**src/hdl/ExecTypes.sv**
```systemverilog
// ======================================
// Shared definitions of the execute stage
// widths, cause codes, operation encodings
// and the stage input/output structs
// ======================================
package ExecTypes;

    localparam int Xlen = 32;
    localparam int XlenLog2 = 5;
    localparam int RegAddrWidth = 5;
    localparam int CauseWidth = 5;
    localparam int InsnBytes = 4;
    localparam int CompressedInsnBytes = 2;

    // exception codes from the privileged spec
    localparam logic [CauseWidth-1:0] CauseBreakpoint = 5'd3;
    localparam logic [CauseWidth-1:0] CauseEcallFromU = 5'd8;
    localparam logic [CauseWidth-1:0] CauseEcallFromS = 5'd9;
    localparam logic [CauseWidth-1:0] CauseEcallFromM = 5'd11;

    typedef logic [Xlen-1:0] word_t;
    typedef logic [RegAddrWidth-1:0] regAddr_t;

    typedef enum logic [1:0] {
        ExecUnitAlu,
        ExecUnitBranch,
        ExecUnitMulDiv,
        ExecUnitTrap
    } execUnit_t;

    typedef enum logic [3:0] {
        AluCmdAdd,
        AluCmdSub,
        AluCmdSll,
        AluCmdSlt,
        AluCmdSltu,
        AluCmdXor,
        AluCmdSrl,
        AluCmdSra,
        AluCmdOr,
        AluCmdAnd,
        AluCmdClear1,
        AluCmdClear2
    } aluCmd_t;

    typedef enum logic [1:0] {AluSrc1Zero, AluSrc1Pc, AluSrc1Reg} aluSrc1_t;
    typedef enum logic [1:0] {AluSrc2Zero, AluSrc2Imm, AluSrc2Reg} aluSrc2_t;
    typedef enum logic {WriteSrcResult, WriteSrcNextPc} writeSrc_t;

    typedef enum logic [2:0] {
        BranchCondEq,
        BranchCondNe,
        BranchCondLt,
        BranchCondGe,
        BranchCondLtu,
        BranchCondGeu,
        BranchCondAlways
    } branchCond_t;

    typedef enum logic [2:0] {
        MulDivCmdMul,
        MulDivCmdMulh,
        MulDivCmdMulhsu,
        MulDivCmdMulhu,
        MulDivCmdDiv,
        MulDivCmdDivu,
        MulDivCmdRem,
        MulDivCmdRemu
    } mulDivCmd_t;

    typedef enum logic {TrapOpEcall, TrapOpEbreak} trapOp_t;

    typedef enum logic [1:0] {
        PrivilegeUser = 2'd0,
        PrivilegeSupervisor = 2'd1,
        PrivilegeMachine = 2'd3
    } privilege_t;

    typedef struct packed {
        execUnit_t unit;
        aluCmd_t aluCmd;
        aluSrc1_t aluSrc1;
        aluSrc2_t aluSrc2;
        writeSrc_t writeSrc;
        branchCond_t branchCond;
        logic indirect;
        mulDivCmd_t mulDivCmd;
        trapOp_t trapOp;
        word_t imm;
        regAddr_t rd;
        logic regWrite;
    } execOp_t;

    typedef struct packed {
        logic valid;
        word_t pc;
        word_t insn;
        logic isCompressed;
        execOp_t op;
        word_t rs1Value;
        word_t rs2Value;
    } stageIn_t;

    typedef struct packed {
        logic valid;
        logic [CauseWidth-1:0] cause;
        word_t value;
    } trapInfo_t;

    typedef struct packed {
        logic valid;
        word_t pc;
        regAddr_t rd;
        logic regWrite;
        word_t dstValue;
        logic branchTaken;
        word_t branchTarget;
        trapInfo_t trap;
    } stageOut_t;

    typedef struct packed {
        mulDivCmd_t cmd;
        word_t src1;
        word_t src2;
    } mulDivReq_t;

endpackage
```
**src/hdl/MulDivUnit.sv**
```systemverilog
// ======================================
// Multi-cycle multiply/divide unit
// four-phase req/ack handshake
// multiply in 2 cycles, restoring divide
// ======================================
`timescale 1ns/1ps

module MulDivUnit (
    input  logic                   clk,
    input  logic                   rstN,
    input  logic                   mdReq,
    input  ExecTypes::mulDivReq_t  mdArgs,
    output logic                   mdAck,
    output ExecTypes::word_t       mdResult
);

    typedef enum logic [1:0] {Idle, Busy, Done, WaitLow} state_t;

    state_t state;
    ExecTypes::mulDivReq_t args;
    ExecTypes::word_t quotient;
    ExecTypes::word_t remainder;
    ExecTypes::word_t divisorMag;
    logic [ExecTypes::XlenLog2-1:0] count;

    logic isMul;
    logic isRem;
    logic signedDiv;
    logic divByZero;
    logic overflow;
    logic lastStep;
    logic finish;
    logic latchSigned;
    logic signed [ExecTypes::Xlen:0] mulOp1;
    logic signed [ExecTypes::Xlen:0] mulOp2;
    logic signed [2*ExecTypes::Xlen-1:0] product;
    ExecTypes::word_t mulResult;
    logic [ExecTypes::Xlen:0] remShifted;
    logic [ExecTypes::Xlen:0] diff;
    ExecTypes::word_t nextQuot;
    ExecTypes::word_t nextRem;
    ExecTypes::word_t fixedResult;

    always_comb begin
        isMul = args.cmd inside {ExecTypes::MulDivCmdMul, ExecTypes::MulDivCmdMulh,
                                 ExecTypes::MulDivCmdMulhsu, ExecTypes::MulDivCmdMulhu};
        isRem = args.cmd inside {ExecTypes::MulDivCmdRem, ExecTypes::MulDivCmdRemu};
        signedDiv = args.cmd inside {ExecTypes::MulDivCmdDiv, ExecTypes::MulDivCmdRem};
        divByZero = args.src2 == '0;
        overflow = signedDiv && args.src1 == {1'b1, {(ExecTypes::Xlen-1){1'b0}}} && &args.src2;
        lastStep = &count;
        finish = isMul || divByZero || overflow || lastStep;

        // sign extension picks mulh/mulhsu/mulhu
        mulOp1 = {(args.cmd inside {ExecTypes::MulDivCmdMulh, ExecTypes::MulDivCmdMulhsu})
                  && args.src1[ExecTypes::Xlen-1], args.src1};
        mulOp2 = {args.cmd == ExecTypes::MulDivCmdMulh && args.src2[ExecTypes::Xlen-1],
                  args.src2};
        product = mulOp1 * mulOp2;
        mulResult = (args.cmd == ExecTypes::MulDivCmdMul) ? product[ExecTypes::Xlen-1:0]
                                                         : product[2*ExecTypes::Xlen-1:ExecTypes::Xlen];

        // one restoring step
        remShifted = {remainder, quotient[ExecTypes::Xlen-1]};
        diff = remShifted - {1'b0, divisorMag};
        if (!diff[ExecTypes::Xlen]) begin
            nextRem = diff[ExecTypes::Xlen-1:0];
            nextQuot = {quotient[ExecTypes::Xlen-2:0], 1'b1};
        end else begin
            nextRem = remShifted[ExecTypes::Xlen-1:0];
            nextQuot = {quotient[ExecTypes::Xlen-2:0], 1'b0};
        end

        // remainder takes the dividend sign
        if (isRem) begin
            fixedResult = (signedDiv && args.src1[ExecTypes::Xlen-1]) ? -nextRem : nextRem;
        end else begin
            fixedResult = (signedDiv && (args.src1[ExecTypes::Xlen-1] ^ args.src2[ExecTypes::Xlen-1]))
                          ? -nextQuot : nextQuot;
        end

        latchSigned = mdArgs.cmd inside {ExecTypes::MulDivCmdDiv, ExecTypes::MulDivCmdRem};
    end

    always_ff @(posedge clk or negedge rstN) begin
        if (!rstN) begin
            state <= Idle;
            mdAck <= 1'b0;
        end else begin
            case (state)
                Idle: if (mdReq) state <= Busy;
                Busy: begin
                    if (finish) begin
                        state <= Done;
                        mdAck <= 1'b1;
                    end
                end
                Done: begin
                    if (mdReq) begin
                        state <= WaitLow;
                    end else begin
                        state <= Idle;
                        mdAck <= 1'b0;
                    end
                end
                WaitLow: begin
                    if (!mdReq) begin
                        state <= Idle;
                        mdAck <= 1'b0;
                    end
                end
                default: state <= Idle;
            endcase
        end
    end

    always_ff @(posedge clk) begin
        if (state == Idle && mdReq) begin
            args <= mdArgs;
            quotient <= (latchSigned && mdArgs.src1[ExecTypes::Xlen-1]) ? -mdArgs.src1
                                                                        : mdArgs.src1;
            divisorMag <= (latchSigned && mdArgs.src2[ExecTypes::Xlen-1]) ? -mdArgs.src2
                                                                          : mdArgs.src2;
            remainder <= '0;
            count <= '0;
        end else if (state == Busy) begin
            if (isMul) begin
                mdResult <= mulResult;
            end else if (divByZero) begin
                mdResult <= isRem ? args.src1 : '1;
            end else if (overflow) begin
                mdResult <= isRem ? '0 : args.src1;
            end else begin
                quotient <= nextQuot;
                remainder <= nextRem;
                count <= count + 1'b1;
                if (lastStep) mdResult <= fixedResult;
            end
        end
    end

    ackNeedsReq: assert property (@(posedge clk) disable iff (!rstN)
        $rose(mdAck) |-> mdReq);

    resultHeld: assert property (@(posedge clk) disable iff (!rstN)
        mdAck && $past(mdAck) |-> $stable(mdResult));

endmodule

```
**config.mk**
```make
export PLATFORM = sky130hd
export DESIGN_NAME = MulDivUnit
export DESIGN_NICKNAME = d
export VERILOG_FILES = /design/src/hdl/ExecTypes.sv /design/src/hdl/MulDivUnit.sv
export SDC_FILE = /design/constraint.sdc
export NUM_CORES = 2
export LEC_CHECK = 0
export ABC_AREA = 1
export ABC_CLOCK_PERIOD_IN_PS = 10730
export BUFFER_PORTS_ARGS = -buffer_cell sky130_fd_sc_hd__buf_4
export CAP_MARGIN = 40
export CORE_AREA = 2 2 287 289
export CTS_BUF_LIST = sky130_fd_sc_hd__clkbuf_16
export DETAILED_ROUTE_END_ITERATION = 8
export DIE_AREA = 0 0 289 291
export GPL_TIMING_DRIVEN = 0
export PLACE_DENSITY = 0.84
export SYNTH_ARGS = -nofsm -noshare
export SYNTH_HDL_FRONTEND = slang
export SYNTH_SLANG_ARGS = --single-unit
```
**constraint.sdc**
```tcl
create_clock -name clk -period 10.73 [get_ports clk]
set_input_delay 1.073 -clock clk [delete_from_list [all_inputs] [get_ports clk]]
set_output_delay 1.073 -clock clk [all_outputs]
set_load 0.02 [all_outputs]
```
==> metrics.md <==
| Metric | Value |
|---|---|
| Syn avg cell area | `7.82 um2` |
| Area grow syn2layout | `7.59%` |
| DP Worst Slack | `-0.742 ns` |
| Core footprint | `81200 um2` |
| Worst R2R End | `mdResult[26]` |
| Largest net degree at the start of global routing | `95` |
| Clk slew on worst S/H paths | `0.08 ns` |
| Crit. Startpoint | `args[63]` |
| Starting Density | `66.3%` |
| Synth unique cells | `62` |
| Final Hold Fails | `0` |
| Vias | `50000` |
| Hold WC Path Type | `in -> async` |
| Ys async rst share | `1.49%` |
| Cell Rows | `105` |
| Min Tclk post-route | `10.74 ns` |
| Worst reg-to-reg path cell count | `31` |
| Syn_nets | `8331` |
| Max-slew violations | `0` |
| Period Utilization, post-route | `100%` |
| Skew final | `0.0239 ns` |
| Failing checks | `setup timing` |
| CP max FO | `12` |
| Die Area | `84100 um2` |
| Die Y | `291 um` |
| Ys Warns | `0` |
| Post-synthesis cell count | `6884` |
| Clock Root Buffer | `clkbuf_16` |
| RD Place Congestion | `1.08` |
| Final core occ | `71.3%` |
| Startpoint types | `flip-flop` |
| Vias per cell | `6.09` |
| Setup slack after layout | `-0.00823 ns` |
| R2r startpoint | `args[63]` |
| DRC | `0` |
| Clock Latency Late Sink | `0.55 ns` |
| FF+latch count, synth | `202` |
| Vias in the first global route | `50900` |
| Most used cell, CP | `fa_1` |
| # nets final | `8552` |
| Share of cells above drive strength 1 | `5.45%` |
| Drt first pass iters | `7` |
| Crit path arrival time | `11.01 ns` |
| Kind of critical path | `reg -> reg` |
| Total Routing Usage GR | `52.3%` |
| Critical Path End Type | `flip-flop` |
| DRT antenna net count | `0` |
| Flop-to-flop setup slack | `-0.008 ns` |
| Relative slew slack | `29.1%` |
| Global-route wire length before repair | `316000 um` |
| Inserted Clock Buffers | `22` |
| CTS H-Tree Depth | `1` |
| Max stage delay on crit path | `0.96 ns` |
| Setup crit end | `mdResult[26]` |
| Endpoints failing setup | `1` |
| Critical Path RT | `11.00 ns` |
| Routed wire length | `216000 um` |
| RSZ-0062 raised after global routing | `false` |
| Max_cap viols | `0` |
| Slowest stage cell, crit path | `fa_1` |
| First DRT Iteration DRCs | `6559` |
| Register area share after synthesis | `10.6%` |
| Mapped Area | `53800 um2` |
| Die X | `289 um` |
| TritonCTS clock tree | `yes` |
| CTS sink count | `202` |
| Worst slew pin tran | `1.06 ns` |
| DP Wirelength | `182000 um` |
| Hold_buf cts | `0` |
| Port buffer count | `102` |
| GRT overflow | `0` |
| DR WL/cell | `26.4 um` |
| Antenna violations before repair | `8` |
| Post-synth EDFFs | `162` |
| Status | `finished with violations` |
| Most used DFF post-synth | `edfxtp_1` |
| Clock tree buffer depth | `3` |
| I/O pins | `103` |
| Fmax | `93.1 MHz` |
| Filler instances | `6405` |
worst min-delay path by stage:
stage	startpoint	endpoint	slack, ns
after floorplan	count[2]	count[2]	0.44
after global placement	count[2]	count[2]	0.45
after detailed placement	count[2]	count[2]	0.46
after CTS	rstN	state[1]	0.29
after global routing	rstN	mdAck	0.30
final	rstN	state[1]	0.30
cell type report:
class	instances	area [um2]	area share [%]
Multi-Input combinational cell	4505	39900	68.9
Sequential cell	202	5680	9.81
Clock inverter	15	101	0.175
Buffer	322	1300	2.25
Tap cell	1070	1340	2.31
Timing Repair Buffer	198	1970	3.40
Antenna cell	10	25.0	0.0432
Inverter	1854	6980	12.0
Clock buffer	25	626	1.08
cells in the final DEF, fill, tap and decap left out, drive strengths merged, types with 46 or more instances in the layout:
| cell type | count |
|---|---|
| edfxtp | 162 |
| xnor2 | 46 |
| nand3 | 199 |
| inv | 1852 |
| ha | 251 |
| o21ai | 160 |
| xor2 | 60 |
| nand4 | 47 |
| buf | 219 |
| fa | 1126 |
| nand2 | 1854 |
| a21oi | 180 |
| nor2 | 305 |
| clkbuf | 326 |
through the flow:
step                      std cells   TNS, ns  area [um2]  hold slack [ns]
after floorplan                6884         0       53800            0.438
after global placement         8056     -3.02       55900            0.453
after detailed placement       8138     -4.10       57000            0.459
after CTS                      8177         0       57700            0.292
after global routing           8191         0       57900            0.302
final                          8201  -0.00823       57900            0.298
cell usage after synthesis (24+ instances only):
| cell type | n | share of area [%] |
|---|---|---|
| nor2_1 | 278 | 1.9 |
| nand4_1 | 47 | 0.55 |
| dfxtp_1 | 37 | 1.4 |
| nand2_2 | 42 | 0.49 |
| a21oi_1 | 176 | 1.6 |
| clkbuf_1 | 301 | 2.1 |
| nand3_1 | 193 | 1.8 |
| o21ai_0 | 148 | 1.4 |
| o22ai_1 | 35 | 0.41 |
| xor2_1 | 60 | 0.98 |
| or2_2 | 24 | 0.28 |
| nand2_1 | 1806 | 13 |
| inv_1 | 1840 | 13 |
| fa_1 | 1126 | 42 |
| a31oi_1 | 30 | 0.35 |
| ha_1 | 251 | 5.8 |
| nor4_1 | 36 | 0.42 |
| edfxtp_1 | 162 | 9.0 |
| nor3_1 | 41 | 0.38 |
| xnor2_1 | 46 | 0.75 |
metal layers:
metal / track usage (%) / part of all wire (%) / vias up
li1: - / - / 20500
met1: 66.3 / 34 / 24000
met2: 72.2 / 40 / 4275
met3: 21.6 / 17 / 1181
met4: 37.2 / 9.5 / 6
met5: 0.349 / 0.043 / -
kinds of logic (layout without fill, tap and decap cells):
logic type / Yosys count / count (layout) / share of synthesized area [%]
XOR/XNOR: 106 / 106 / 1.73
AO/OA/AOI/OAI: 484 / 484 / 5.13
AND/OR/NAND/NOR: 2538 / 2538 / 19.5
buffers and inverters: 2177 / 2414 / 15.3
flip-flops: 202 / 202 / 10.6
adder cells (fa/ha/maj): 1377 / 1377 / 47.7
other: 0 / 10 / 0
worst max-delay path, delay by kind of cell, from the launching register on:
family	cells	cell delay, ns
fa+ha+maj	9	5.18
compound gates	7	1.59
flops	1	0.54
buf+inv	9	2.07
simple gates	6	1.03
timing repair:
action	in CTS	in global routing
setup endpoints to repair	14	7
buffers inserted	0	4
hold endpoints to repair	0	0
resized for setup	3	5
registers in the layout (all words and copies together), names as in the netlist:
register    flops
divisorMag     31
mdAck           1
state           2
remainder      32
mdResult       32
quotient       32
args           67
count           5
Power is not shown: default switching activity piles up to over one toggle a cycle in this logic, so the estimate is an artifact.
