### src/hdl/ExecTypes.sv
// ======================================
// Shared definitions of the execute stage
// widths, cause codes, operation encodings
// and the stage input/output structs
// ======================================
package ExecTypes;

    localparam int Xlen = 32;
    localparam int XlenLog2 = 5;
    localparam int RegAddrWidth = 5;
    localparam int CauseWidth = 5;
    localparam int InsnBytes = 4;
    localparam int CompressedInsnBytes = 2;

    // exception codes from the privileged spec
    localparam logic [CauseWidth-1:0] CauseBreakpoint = 5'd3;
    localparam logic [CauseWidth-1:0] CauseEcallFromU = 5'd8;
    localparam logic [CauseWidth-1:0] CauseEcallFromS = 5'd9;
    localparam logic [CauseWidth-1:0] CauseEcallFromM = 5'd11;

    typedef logic [Xlen-1:0] word_t;
    typedef logic [RegAddrWidth-1:0] regAddr_t;

    typedef enum logic [1:0] {
        ExecUnitAlu,
        ExecUnitBranch,
        ExecUnitMulDiv,
        ExecUnitTrap
    } execUnit_t;

    typedef enum logic [3:0] {
        AluCmdAdd,
        AluCmdSub,
        AluCmdSll,
        AluCmdSlt,
        AluCmdSltu,
        AluCmdXor,
        AluCmdSrl,
        AluCmdSra,
        AluCmdOr,
        AluCmdAnd,
        AluCmdClear1,
        AluCmdClear2
    } aluCmd_t;

    typedef enum logic [1:0] {AluSrc1Zero, AluSrc1Pc, AluSrc1Reg} aluSrc1_t;
    typedef enum logic [1:0] {AluSrc2Zero, AluSrc2Imm, AluSrc2Reg} aluSrc2_t;
    typedef enum logic {WriteSrcResult, WriteSrcNextPc} writeSrc_t;

    typedef enum logic [2:0] {
        BranchCondEq,
        BranchCondNe,
        BranchCondLt,
        BranchCondGe,
        BranchCondLtu,
        BranchCondGeu,
        BranchCondAlways
    } branchCond_t;

    typedef enum logic [2:0] {
        MulDivCmdMul,
        MulDivCmdMulh,
        MulDivCmdMulhsu,
        MulDivCmdMulhu,
        MulDivCmdDiv,
        MulDivCmdDivu,
        MulDivCmdRem,
        MulDivCmdRemu
    } mulDivCmd_t;

    typedef enum logic {TrapOpEcall, TrapOpEbreak} trapOp_t;

    typedef enum logic [1:0] {
        PrivilegeUser = 2'd0,
        PrivilegeSupervisor = 2'd1,
        PrivilegeMachine = 2'd3
    } privilege_t;

    typedef struct packed {
        execUnit_t unit;
        aluCmd_t aluCmd;
        aluSrc1_t aluSrc1;
        aluSrc2_t aluSrc2;
        writeSrc_t writeSrc;
        branchCond_t branchCond;
        logic indirect;
        mulDivCmd_t mulDivCmd;
        trapOp_t trapOp;
        word_t imm;
        regAddr_t rd;
        logic regWrite;
    } execOp_t;

    typedef struct packed {
        logic valid;
        word_t pc;
        word_t insn;
        logic isCompressed;
        execOp_t op;
        word_t rs1Value;
        word_t rs2Value;
    } stageIn_t;

    typedef struct packed {
        logic valid;
        logic [CauseWidth-1:0] cause;
        word_t value;
    } trapInfo_t;

    typedef struct packed {
        logic valid;
        word_t pc;
        regAddr_t rd;
        logic regWrite;
        word_t dstValue;
        logic branchTaken;
        word_t branchTarget;
        trapInfo_t trap;
    } stageOut_t;

    typedef struct packed {
        mulDivCmd_t cmd;
        word_t src1;
        word_t src2;
    } mulDivReq_t;

endpackage
### src/hdl/BranchUnit.sv
// ======================================
// Branch condition and target
// ======================================
`timescale 1ns/1ps

module BranchUnit (
    input  ExecTypes::branchCond_t cond,
    input  logic                   indirect,
    input  ExecTypes::word_t       pc,
    input  ExecTypes::word_t       rs1Value,
    input  ExecTypes::word_t       rs2Value,
    input  ExecTypes::word_t       imm,
    output logic                   taken,
    output ExecTypes::word_t       target
);

    logic equal;
    logic lessSigned;
    logic lessUnsigned;
    ExecTypes::word_t base;
    ExecTypes::word_t sum;

    always_comb begin
        equal = rs1Value == rs2Value;
        lessSigned = $signed(rs1Value) < $signed(rs2Value);
        lessUnsigned = rs1Value < rs2Value;

        case (cond)
            ExecTypes::BranchCondEq:     taken = equal;
            ExecTypes::BranchCondNe:     taken = !equal;
            ExecTypes::BranchCondLt:     taken = lessSigned;
            ExecTypes::BranchCondGe:     taken = !lessSigned;
            ExecTypes::BranchCondLtu:    taken = lessUnsigned;
            ExecTypes::BranchCondGeu:    taken = !lessUnsigned;
            ExecTypes::BranchCondAlways: taken = 1'b1;
            default:                     taken = 1'b0;
        endcase

        // jalr computes from rs1 and drops bit 0
        base = indirect ? rs1Value : pc;
        sum = base + imm;
        target = indirect ? {sum[ExecTypes::Xlen-1:1], 1'b0} : sum;
    end

endmodule

### config.mk
export PLATFORM = sky130hd
export DESIGN_NAME = BranchUnit
export DESIGN_NICKNAME = d
export VERILOG_FILES = /design/src/hdl/ExecTypes.sv /design/src/hdl/BranchUnit.sv
export SDC_FILE = /design/constraint.sdc
export NUM_CORES = 1
export LEC_CHECK = 0
export BUFFER_PORTS_ARGS = -buffer_cell sky130_fd_sc_hd__buf_2
export CAP_MARGIN = 20
export CORE_UTILIZATION = 47
export DETAILED_ROUTE_END_ITERATION = 8
export PLACE_DENSITY = 0.92
export SLEW_MARGIN = 30
export SYNTH_ARGS = -nofsm -noshare
export SYNTH_HDL_FRONTEND = slang
export SYNTH_SLANG_ARGS = --single-unit
### constraint.sdc
create_clock -name vclk -period 5.25
set_clock_uncertainty 0.05 [all_clocks]
set_input_delay 1.05 -clock vclk [all_inputs]
set_output_delay 1.05 -clock vclk [all_outputs]
set_load 0.01 [all_outputs]
==> impl_metrics.csv, run 1 <==
group,metric,value,unit
final_layout,nNetsFinal,746,
final_layout,drive_gt1_share,40.5,%
timing,drv_slew,0,
pwr,p_per_area,138,nW/µm²
route,drc,0,
critical_path,critPathKind,"input pin to output pin",
die,die_h,81.2,µm
die,initial_utilization,49.2,%
timing,fin_crit,4.94,ns
global_route,grt_max_degree,15,
critical_path,crit_fanout,8,
synth,netlist_area,2950,µm²
placed_design,pre_cts_ws,0.337,ns
pwr,irDropWorstVdd,0.0887,mV
cts,post_cts_resized,0,
final_layout,utilization,64.9,%
placed_design,placed_cells,623,
global_route,met1_usage,31.8,%
synth,syn_area_per_cell,7.70,µm²
synth,synthCells,383,
critical_path,cp-start-kind,"input pin",
timing,whs,2.33,ns
cts,cts_setup_buffers,0,
route,via_count,3533,
timing,setup_tns,0,ns
global_route,antenna_found_initial,0,
worst_hold_path,hp-class,"input pin to output pin",
final_layout,diodes,0,
critical_path,crit_path_top_delay_cell,"mux2_2",
route,drtIter0Drc,103,
global_route,grt_pass1_vias,3456,
critical_path,worstPathRequired,4.15,ns
synth,netlist.area_leader.share,26.7,%
critical_path,cp_top_family,"compound AO/OA/AOI/OAI gates",
cts,holdBufCountCts,0,
die,core.rowCount,28,
timing,relSlewSlack,63.5,%
final_layout,postLayoutCellArea,3890,µm²
timing,worstMarginPinSlew,0.543,ns
placed_design,port_buffers,165,
final_layout,area_growth,31.8,%
outcome,status,"completed",
synth,yosysSeqAreaShare,0,%
placed_design,dp_hpwl,8.10,mm
global_route,use_met3,1.69,%
die,die-area,6600,µm²
worst_hold_path,min_path_cells,3,
final_layout,num-clock-buffers,0,
critical_path,worst-path-buf-inv,3,
final_layout,instances_no_fill,623,
timing,fin_crit_sh,94.1,%
run,max-cap-violations,0,
worst_hold_path,whs_endpoint,"taken",
critical_path,path_cells,"buf_2, buf_4, mux2_2, ha_1, nor2b_4, o31ai_2, a21oi_1, o21a_1, o21ai_0, a21oi_1, o21ai_0, xnor2_1, buf_2",
route,ant_nets,0,
critical_path,slowest_delay,0.35,ns
critical_path,critPathCaptureType,"output pin",
final_layout,seq_cells,0,
die,ios,165,
die,coreArea,5990,µm²
timing,setup_viol,0,
timing,setup_ws,0.311,ns
global_route,grt_first_pass_wirelength,14.4,mm
pwr,p_leak,2.15,nW
synth,netlist_top_cells_area,"ha_1 (27%), mux2_2 (11%), a21oi_1 (5.9%)",
final_layout,multi_input_area,2760,µm²
route,drt-total-wl,9.16,mm
timing,max_freq,0.202,GHz
final_layout,nFillCells,529,
placed_design,place.gp.congestion,0.950,
die,die_w,81.2,µm
global_route,grt.total_usage,26.9,%
timing,hold_viol,0,
global_route,busiest_layer,"met2",
global_route,grt_overflow,0,
synth,yosys_warnings,0,
route,detail_route.first_pass.iterations,4,
synth,synth_cell_types,62,
final_layout,regArea,0,µm²
synth,yosysTopAreaCell,"ha_1",
critical_path,worstPathArrival,3.84,ns
timing,grt_setup_unrepaired,"false",
route,routed_via_density,5.67,
placed_design,dpl_cell_area,3890,µm²
global_route,gr-usage-met2,52.4,%
route,wire_per_inst,14.7,µm
synth,syn-num-nets,579,
pwr,p_total,0.536,mW
worst_hold_path,min-delay-start,"cond[0]",
## tightest hold or removal path, delay by kind of cell
kind	cells	cell delay, ns
AOI/OAI and AO/OA	1	0.05
buffers and inverters	2	0.23
## cells in the mapped netlist, types with 3 or more instances
cell type and count:
xor2_1 6, nand4_1 14, a21o_1 23, a21oi_1 35, nor2b_1 4, nand2b_1 5, o211ai_1 7, o21bai_1 6
clkbuf_1 5, ha_1 63, o21a_1 9, nor3_1 4, a211oi_1 5, inv_1 41, or3_1 3, nand3_1 4
xnor2_1 16, mux2_2 30, and3_1 4, o21ai_0 14, nand2_1 14, nor2_1 22
## final cells by class
cell class	count	area share [%]
inverter	41	3.96
tap	75	2.41
timing repair buffer	172	22.6
multi-input combinational	335	71.0
## power breakdown
part / switching, mW / internal [mW] / leakage [nW]
combinational: 0.283 / 0.253 / 2.15
clock: 0 / 0 / 0
sequential: 0 / 0 / 0
## worst max-delay path by stage
stage,from,to,slack (ns),cells after the start
floorplan,indirect,target[29],0.31,12
global placement,indirect,target[17],0.38,13
detailed placement,indirect,target[17],0.34,13
CTS,indirect,target[20],0.33,13
global route,indirect,target[20],0.03,13
finish,indirect,target[20],0.31,13
## logic make-up (layout without fill, tap and decap cells)
logic type | Yosys count | count (layout) | share of synthesized area (%)
mux | 32 | 32 | 12.1
fa+ha+maj | 64 | 64 | 27.4
simple gates | 93 | 93 | 18.5
buf+inv | 48 | 213 | 6.41
xor+xnor | 22 | 22 | 6.53
compound gates | 124 | 124 | 29.0
## per-layer routing
layer | vias up | share of wire (%)
met4 | 0 | 1.6
li1 | 1770 | -
met2 | 146 | 51
met3 | 14 | 5.9
met5 | - | 0
met1 | 1603 | 42
## cell usage in the layout (no fill, tap or decap), drive strengths merged, types with 9 or more instances in the layout
cell,synthesis,routed
a21o,24,24
a21oi,35,35
buf,1,172
ha,63,63
inv,41,41
mux2,30,30
nand2,14,14
nand4,15,15
nor2,22,22
o21a,9,9
o21ai,15,15
xnor2,16,16
No activity file was read; power rests on OpenSTA's default activity.
==> inputs of run 2 (changes only) <==
- CELL_PAD_IN_SITES_DETAIL_PLACEMENT: unset -> 0
- CELL_PAD_IN_SITES_GLOBAL_PLACEMENT: unset -> 1
- CORE_UTILIZATION: 47 -> 32
==> impl_metrics.csv, run 2 (same netlist as run 1, synthesis figures left out) <==
group,metric,value,unit
final_layout,postLayoutCellArea,3940,µm²
critical_path,cp-start-kind,"input pin",
die,initial_utilization,33.5,%
die,die-area,9600,µm²
cts,cts_setup_buffers,0,
die,die_h,98,µm
timing,setup_tns,0,ns
global_route,grt_pass1_vias,3525,
global_route,antenna_found_initial,0,
route,wire_per_inst,14.1,µm
final_layout,multi_input_area,2760,µm²
final_layout,diodes,0,
outcome,status,"finished, violations left",
global_route,grt_first_pass_wirelength,15.5,mm
timing,drv_slew,0,
timing,worstMarginPinSlew,0.570,ns
pwr,p_per_area,136,nW/µm²
final_layout,nFillCells,904,
global_route,grt.total_usage,18.8,%
die,die_w,98,µm
timing,fin_crit_sh,94.3,%
outcome,violations,"design-rule violations",
placed_design,dp_hpwl,8.30,mm
global_route,grt_overflow,0,
final_layout,area_growth,33.7,%
die,core.rowCount,34,
pwr,irDropWorstVdd,0.0750,mV
route,drtIter0Drc,79,
final_layout,regArea,0,µm²
run,max-cap-violations,0,
critical_path,worstPathRequired,4.15,ns
route,ant_nets,0,
die,coreArea,8810,µm²
timing,fin_crit,4.95,ns
timing,hold_viol,0,
final_layout,num-clock-buffers,0,
timing,whs,2.36,ns
cts,holdBufCountCts,0,
final_layout,drive_gt1_share,40.7,%
critical_path,critPathCaptureType,"output pin",
worst_hold_path,hp-class,"input pin to output pin",
final_layout,nNetsFinal,746,
timing,relSlewSlack,61.7,%
placed_design,dpl_cell_area,3940,µm²
route,detail_route.first_pass.iterations,6,
critical_path,crit_fanout,17,
route,routed_via_density,5.23,
final_layout,final_common_cell,"buf_2",
global_route,grt_max_degree,18,
placed_design,port_buffers,165,
route,drc,14,
timing,max_freq,0.202,GHz
critical_path,worstPathArrival,3.85,ns
critical_path,critPathKind,"input pin to output pin",
route,via_count,3433,
timing,setup_viol,0,
pwr,p_leak,2.15,nW
final_layout,final_cell_mix,"buf_2 (165), ha_1 (63), inv_1 (41)",
die,ios,165,
timing,grt_setup_unrepaired,"false",
route,drt-total-wl,9.25,mm
placed_design,place.gp.congestion,0.921,
final_layout,seq_cells,0,
[run 2: cell count changes in the layout (fill, tap and decap cells not counted)]
| cell | before | now |
|---|---|---|
| a21oi_1 | 35 | 34 |
| a21oi_2 | 0 | 1 |
| buf_12 | 0 | 1 |
| buf_4 | 7 | 6 |
[run 2: final timing paths]
kind / start / end / slack (ns) / cells after the start
hold / removal: cond[0] / taken / 2.36 / 3
setup / recovery: indirect / target[20] / 0.30 / 15
[run 2: metal layers]
| metal | vias to the layer above | share of wire (%) | GRT usage (%) |
|---|---|---|---|
| met4 | 0 | 0 | 0.233 |
| met2 | 93 | 51 | 36.6 |
| li1 | 1757 | - | - |
| met3 | 0 | 5.2 | 1.50 |
| met1 | 1583 | 44 | 23.5 |
| met5 | - | 0 | 0 |
[run 2: what timing repair did]
item | in CTS | in global routing
endpoints found under the setup margin | 0 | 1
gates resized for setup | 0 | 1
hold endpoints to repair | 0 | 0
[run 2: where the power goes]
part           total (mW)  internal (mW)  switching [mW]
combinational       0.535          0.254           0.281
sequential              0              0               0
clock                   0              0               0
[run 2: per-stage QoR]
stage               instances  utilization, %  setup slack [ns]  power [mW]
finish                    656            44.8             0.300       0.535
global route              656            44.8            0.0564       0.594
CTS                       656            44.7             0.187       0.538
detailed placement        656            44.7             0.199       0.533
global placement          656            44.7             0.337       0.526
floorplan                 383               -             0.311       0.344
[run 2: area by class of cell]
| class | count | area share (%) |
|---|---|---|
| Multi-Input combinational cell | 335 | 70.1 |
| Timing Repair Buffer | 172 | 22.6 |
| Inverter | 41 | 3.90 |
| Tap cell | 108 | 3.43 |
[run 2: worst max-delay path, cell delays in order]
cell and delay (ns):
buf_2 0.12, buf_12 0.16, mux2_2 0.35, ha_1 0.20
inv_1 0.07, fa_1 0.25, nor2b_4 0.06, o31ai_2 0.30
a21oi_2 0.15, o21a_1 0.20, o21ai_0 0.22, a21oi_1 0.16
o21ai_0 0.25, xnor2_1 0.16, buf_2 0.16
==> inputs of run 3 (changes only) <==
--- a/config.mk
+++ b/config.mk
@@ -12,5 +12,5 @@
 export CORE_UTILIZATION = 32
 export DETAILED_ROUTE_END_ITERATION = 8
-export PLACE_DENSITY = 0.92
+export PLACE_DENSITY_LB_ADDON = 0.1
 export SLEW_MARGIN = 30
 export SYNTH_ARGS = -nofsm -noshare
==> constraint.sdc (replaced) <==
create_clock -name vclk -period 5.25
set_clock_uncertainty 0.05 [all_clocks]
set_input_delay 0.525 -clock vclk [all_inputs]
set_output_delay 0.525 -clock vclk [all_outputs]
set_load 0.01 [all_outputs]
==> impl_metrics.csv, run 3 (same netlist as run 1, synthesis figures left out) <==
group,metric,value,unit
timing,relSlewSlack,60.0,%
critical_path,crit_start,"indirect",
die,die_h,98,µm
timing,setup_tns,0,ns
final_layout,area_growth,31.7,%
timing,worstMarginPinSlew,0.600,ns
timing,drv_slew,0,
timing,grt_setup_unrepaired,"false",
final_layout,regArea,0,µm²
timing,setup_viol,0,
final_layout,num-clock-buffers,0,
cts,post_cts_resized,0,
die,ios,165,
pwr,irDropWorstVdd,0.0681,mV
route,via_count,3404,
critical_path,critPathKind,"input pin to output pin",
route,wire_per_inst,14.8,µm
run,max-cap-violations,0,
outcome,status,"finished, violations left",
worst_hold_path,min_path_cells,3,
route,drc,14,
timing,hold_viol,0,
route,detail_route.first_pass.iterations,7,
global_route,grt_max_degree,25,
critical_path,path_cells,"buf_2, mux2_2, ha_1, inv_1, fa_1, nor2b_4, o31ai_2, a21oi_1, a31oi_2, o31ai_4, a31oi_2, nor3_1, a311o_1, buf_2",
route,ant_nets,0,
critical_path,slowest_delay,0.47,ns
route,drt-total-wl,9.59,mm
die,die_w,98,µm
cts,holdBufCountCts,0,
final_layout,diodes,0,
global_route,grt_first_pass_wirelength,15.7,mm
pwr,p_leak,2.12,nW
pwr,p_per_area,135,nW/µm²
critical_path,crit_end,"target[30]",
timing,fin_crit,4.31,ns
worst_hold_path,hp-class,"input pin to output pin",
global_route,grt_pass1_vias,3463,
final_layout,seq_cells,0,
die,coreArea,8810,µm²
global_route,grt.total_usage,19.5,%
route,drtIter0Drc,67,
critical_path,crit_fanout,24,
final_layout,nNetsFinal,740,
placed_design,dp_hpwl,8.54,mm
global_route,antenna_found_initial,0,
critical_path,cp-start-kind,"input pin",
timing,max_freq,0.232,GHz
die,core.rowCount,34,
critical_path,critPathCaptureType,"output pin",
final_layout,drive_gt1_share,39.9,%
critical_path,worstPathRequired,4.68,ns
outcome,violations,"design-rule violations",
die,die-area,9600,µm²
critical_path,crit_path_top_delay_cell,"buf_2",
placed_design,place.gp.congestion,0.870,
cts,cts_setup_buffers,0,
route,routed_via_density,5.24,
placed_design,dpl_cell_area,3880,µm²
timing,fin_crit_sh,82.1,%
critical_path,worstPathArrival,3.73,ns
placed_design,port_buffers,165,
global_route,grt_overflow,0,
final_layout,postLayoutCellArea,3880,µm²
die,initial_utilization,33.5,%
final_layout,final_cell_mix,"buf_2 (165), ha_1 (63), inv_1 (41)",
final_layout,final_common_cell,"buf_2",
==> run 3: cell count changes in the layout (fill, tap and decap cells not counted), sizes merged <==
cell | previous run | this run
buf | 172 | 166
==> run 3: worst min path at each step <==
| stage | start | end | slack (ns) |
|---|---|---|---|
| floorplan | cond[0] | taken | 1.07 |
| CTS | cond[0] | taken | 1.31 |
| detailed placement | cond[0] | taken | 1.31 |
| global placement | cond[0] | taken | 1.31 |
| finish | cond[0] | taken | 1.31 |
| global route | cond[0] | taken | 1.32 |
==> run 3: cell type report <==
type,count,area [µm²]
Multi-Input combinational cell,335,2760
Inverter,41,154
Tap cell,108,135
Timing Repair Buffer,166,833
Fill cell,963,4920
==> run 3: report_power, final <==
group          total, mW  internal, mW  switching, mW
sequential             0             0              0
clock                  0             0              0
combinational      0.525         0.246          0.278
==> run 3: through the flow <==
step | total power, mW | setup WS [ns] | cells | util (%) | hold WS [ns]
after floorplan | 0.344 | 1.36 | 383 | - | 1.07
after global placement | 0.523 | 1.01 | 650 | 44.1 | 1.31
after detailed placement | 0.525 | 0.927 | 650 | 44.1 | 1.31
after CTS | 0.528 | 0.912 | 650 | 44.1 | 1.31
after global routing | 0.582 | 0.667 | 650 | 44.1 | 1.32
final | 0.525 | 0.940 | 650 | 44.1 | 1.31
==> run 3: per-layer routing <==
metal  vias up  track usage [%]  wire, µm
met5         -                0         0
met4         0             1.28        74
met3         6             1.22       517
met2        97             37.3      4690
met1      1546             24.8      4310
li1       1755                -         -
==> run 3: worst max-delay path, delay by kind of cell <==
family / cells / cell delay [ns]
AO/OA/AOI/OAI: 6 / 1.56
adder cells (fa/ha/maj): 2 / 0.43
buffers and inverters: 3 / 0.68
multiplexers: 1 / 0.40
AND/OR/NAND/NOR: 2 / 0.13
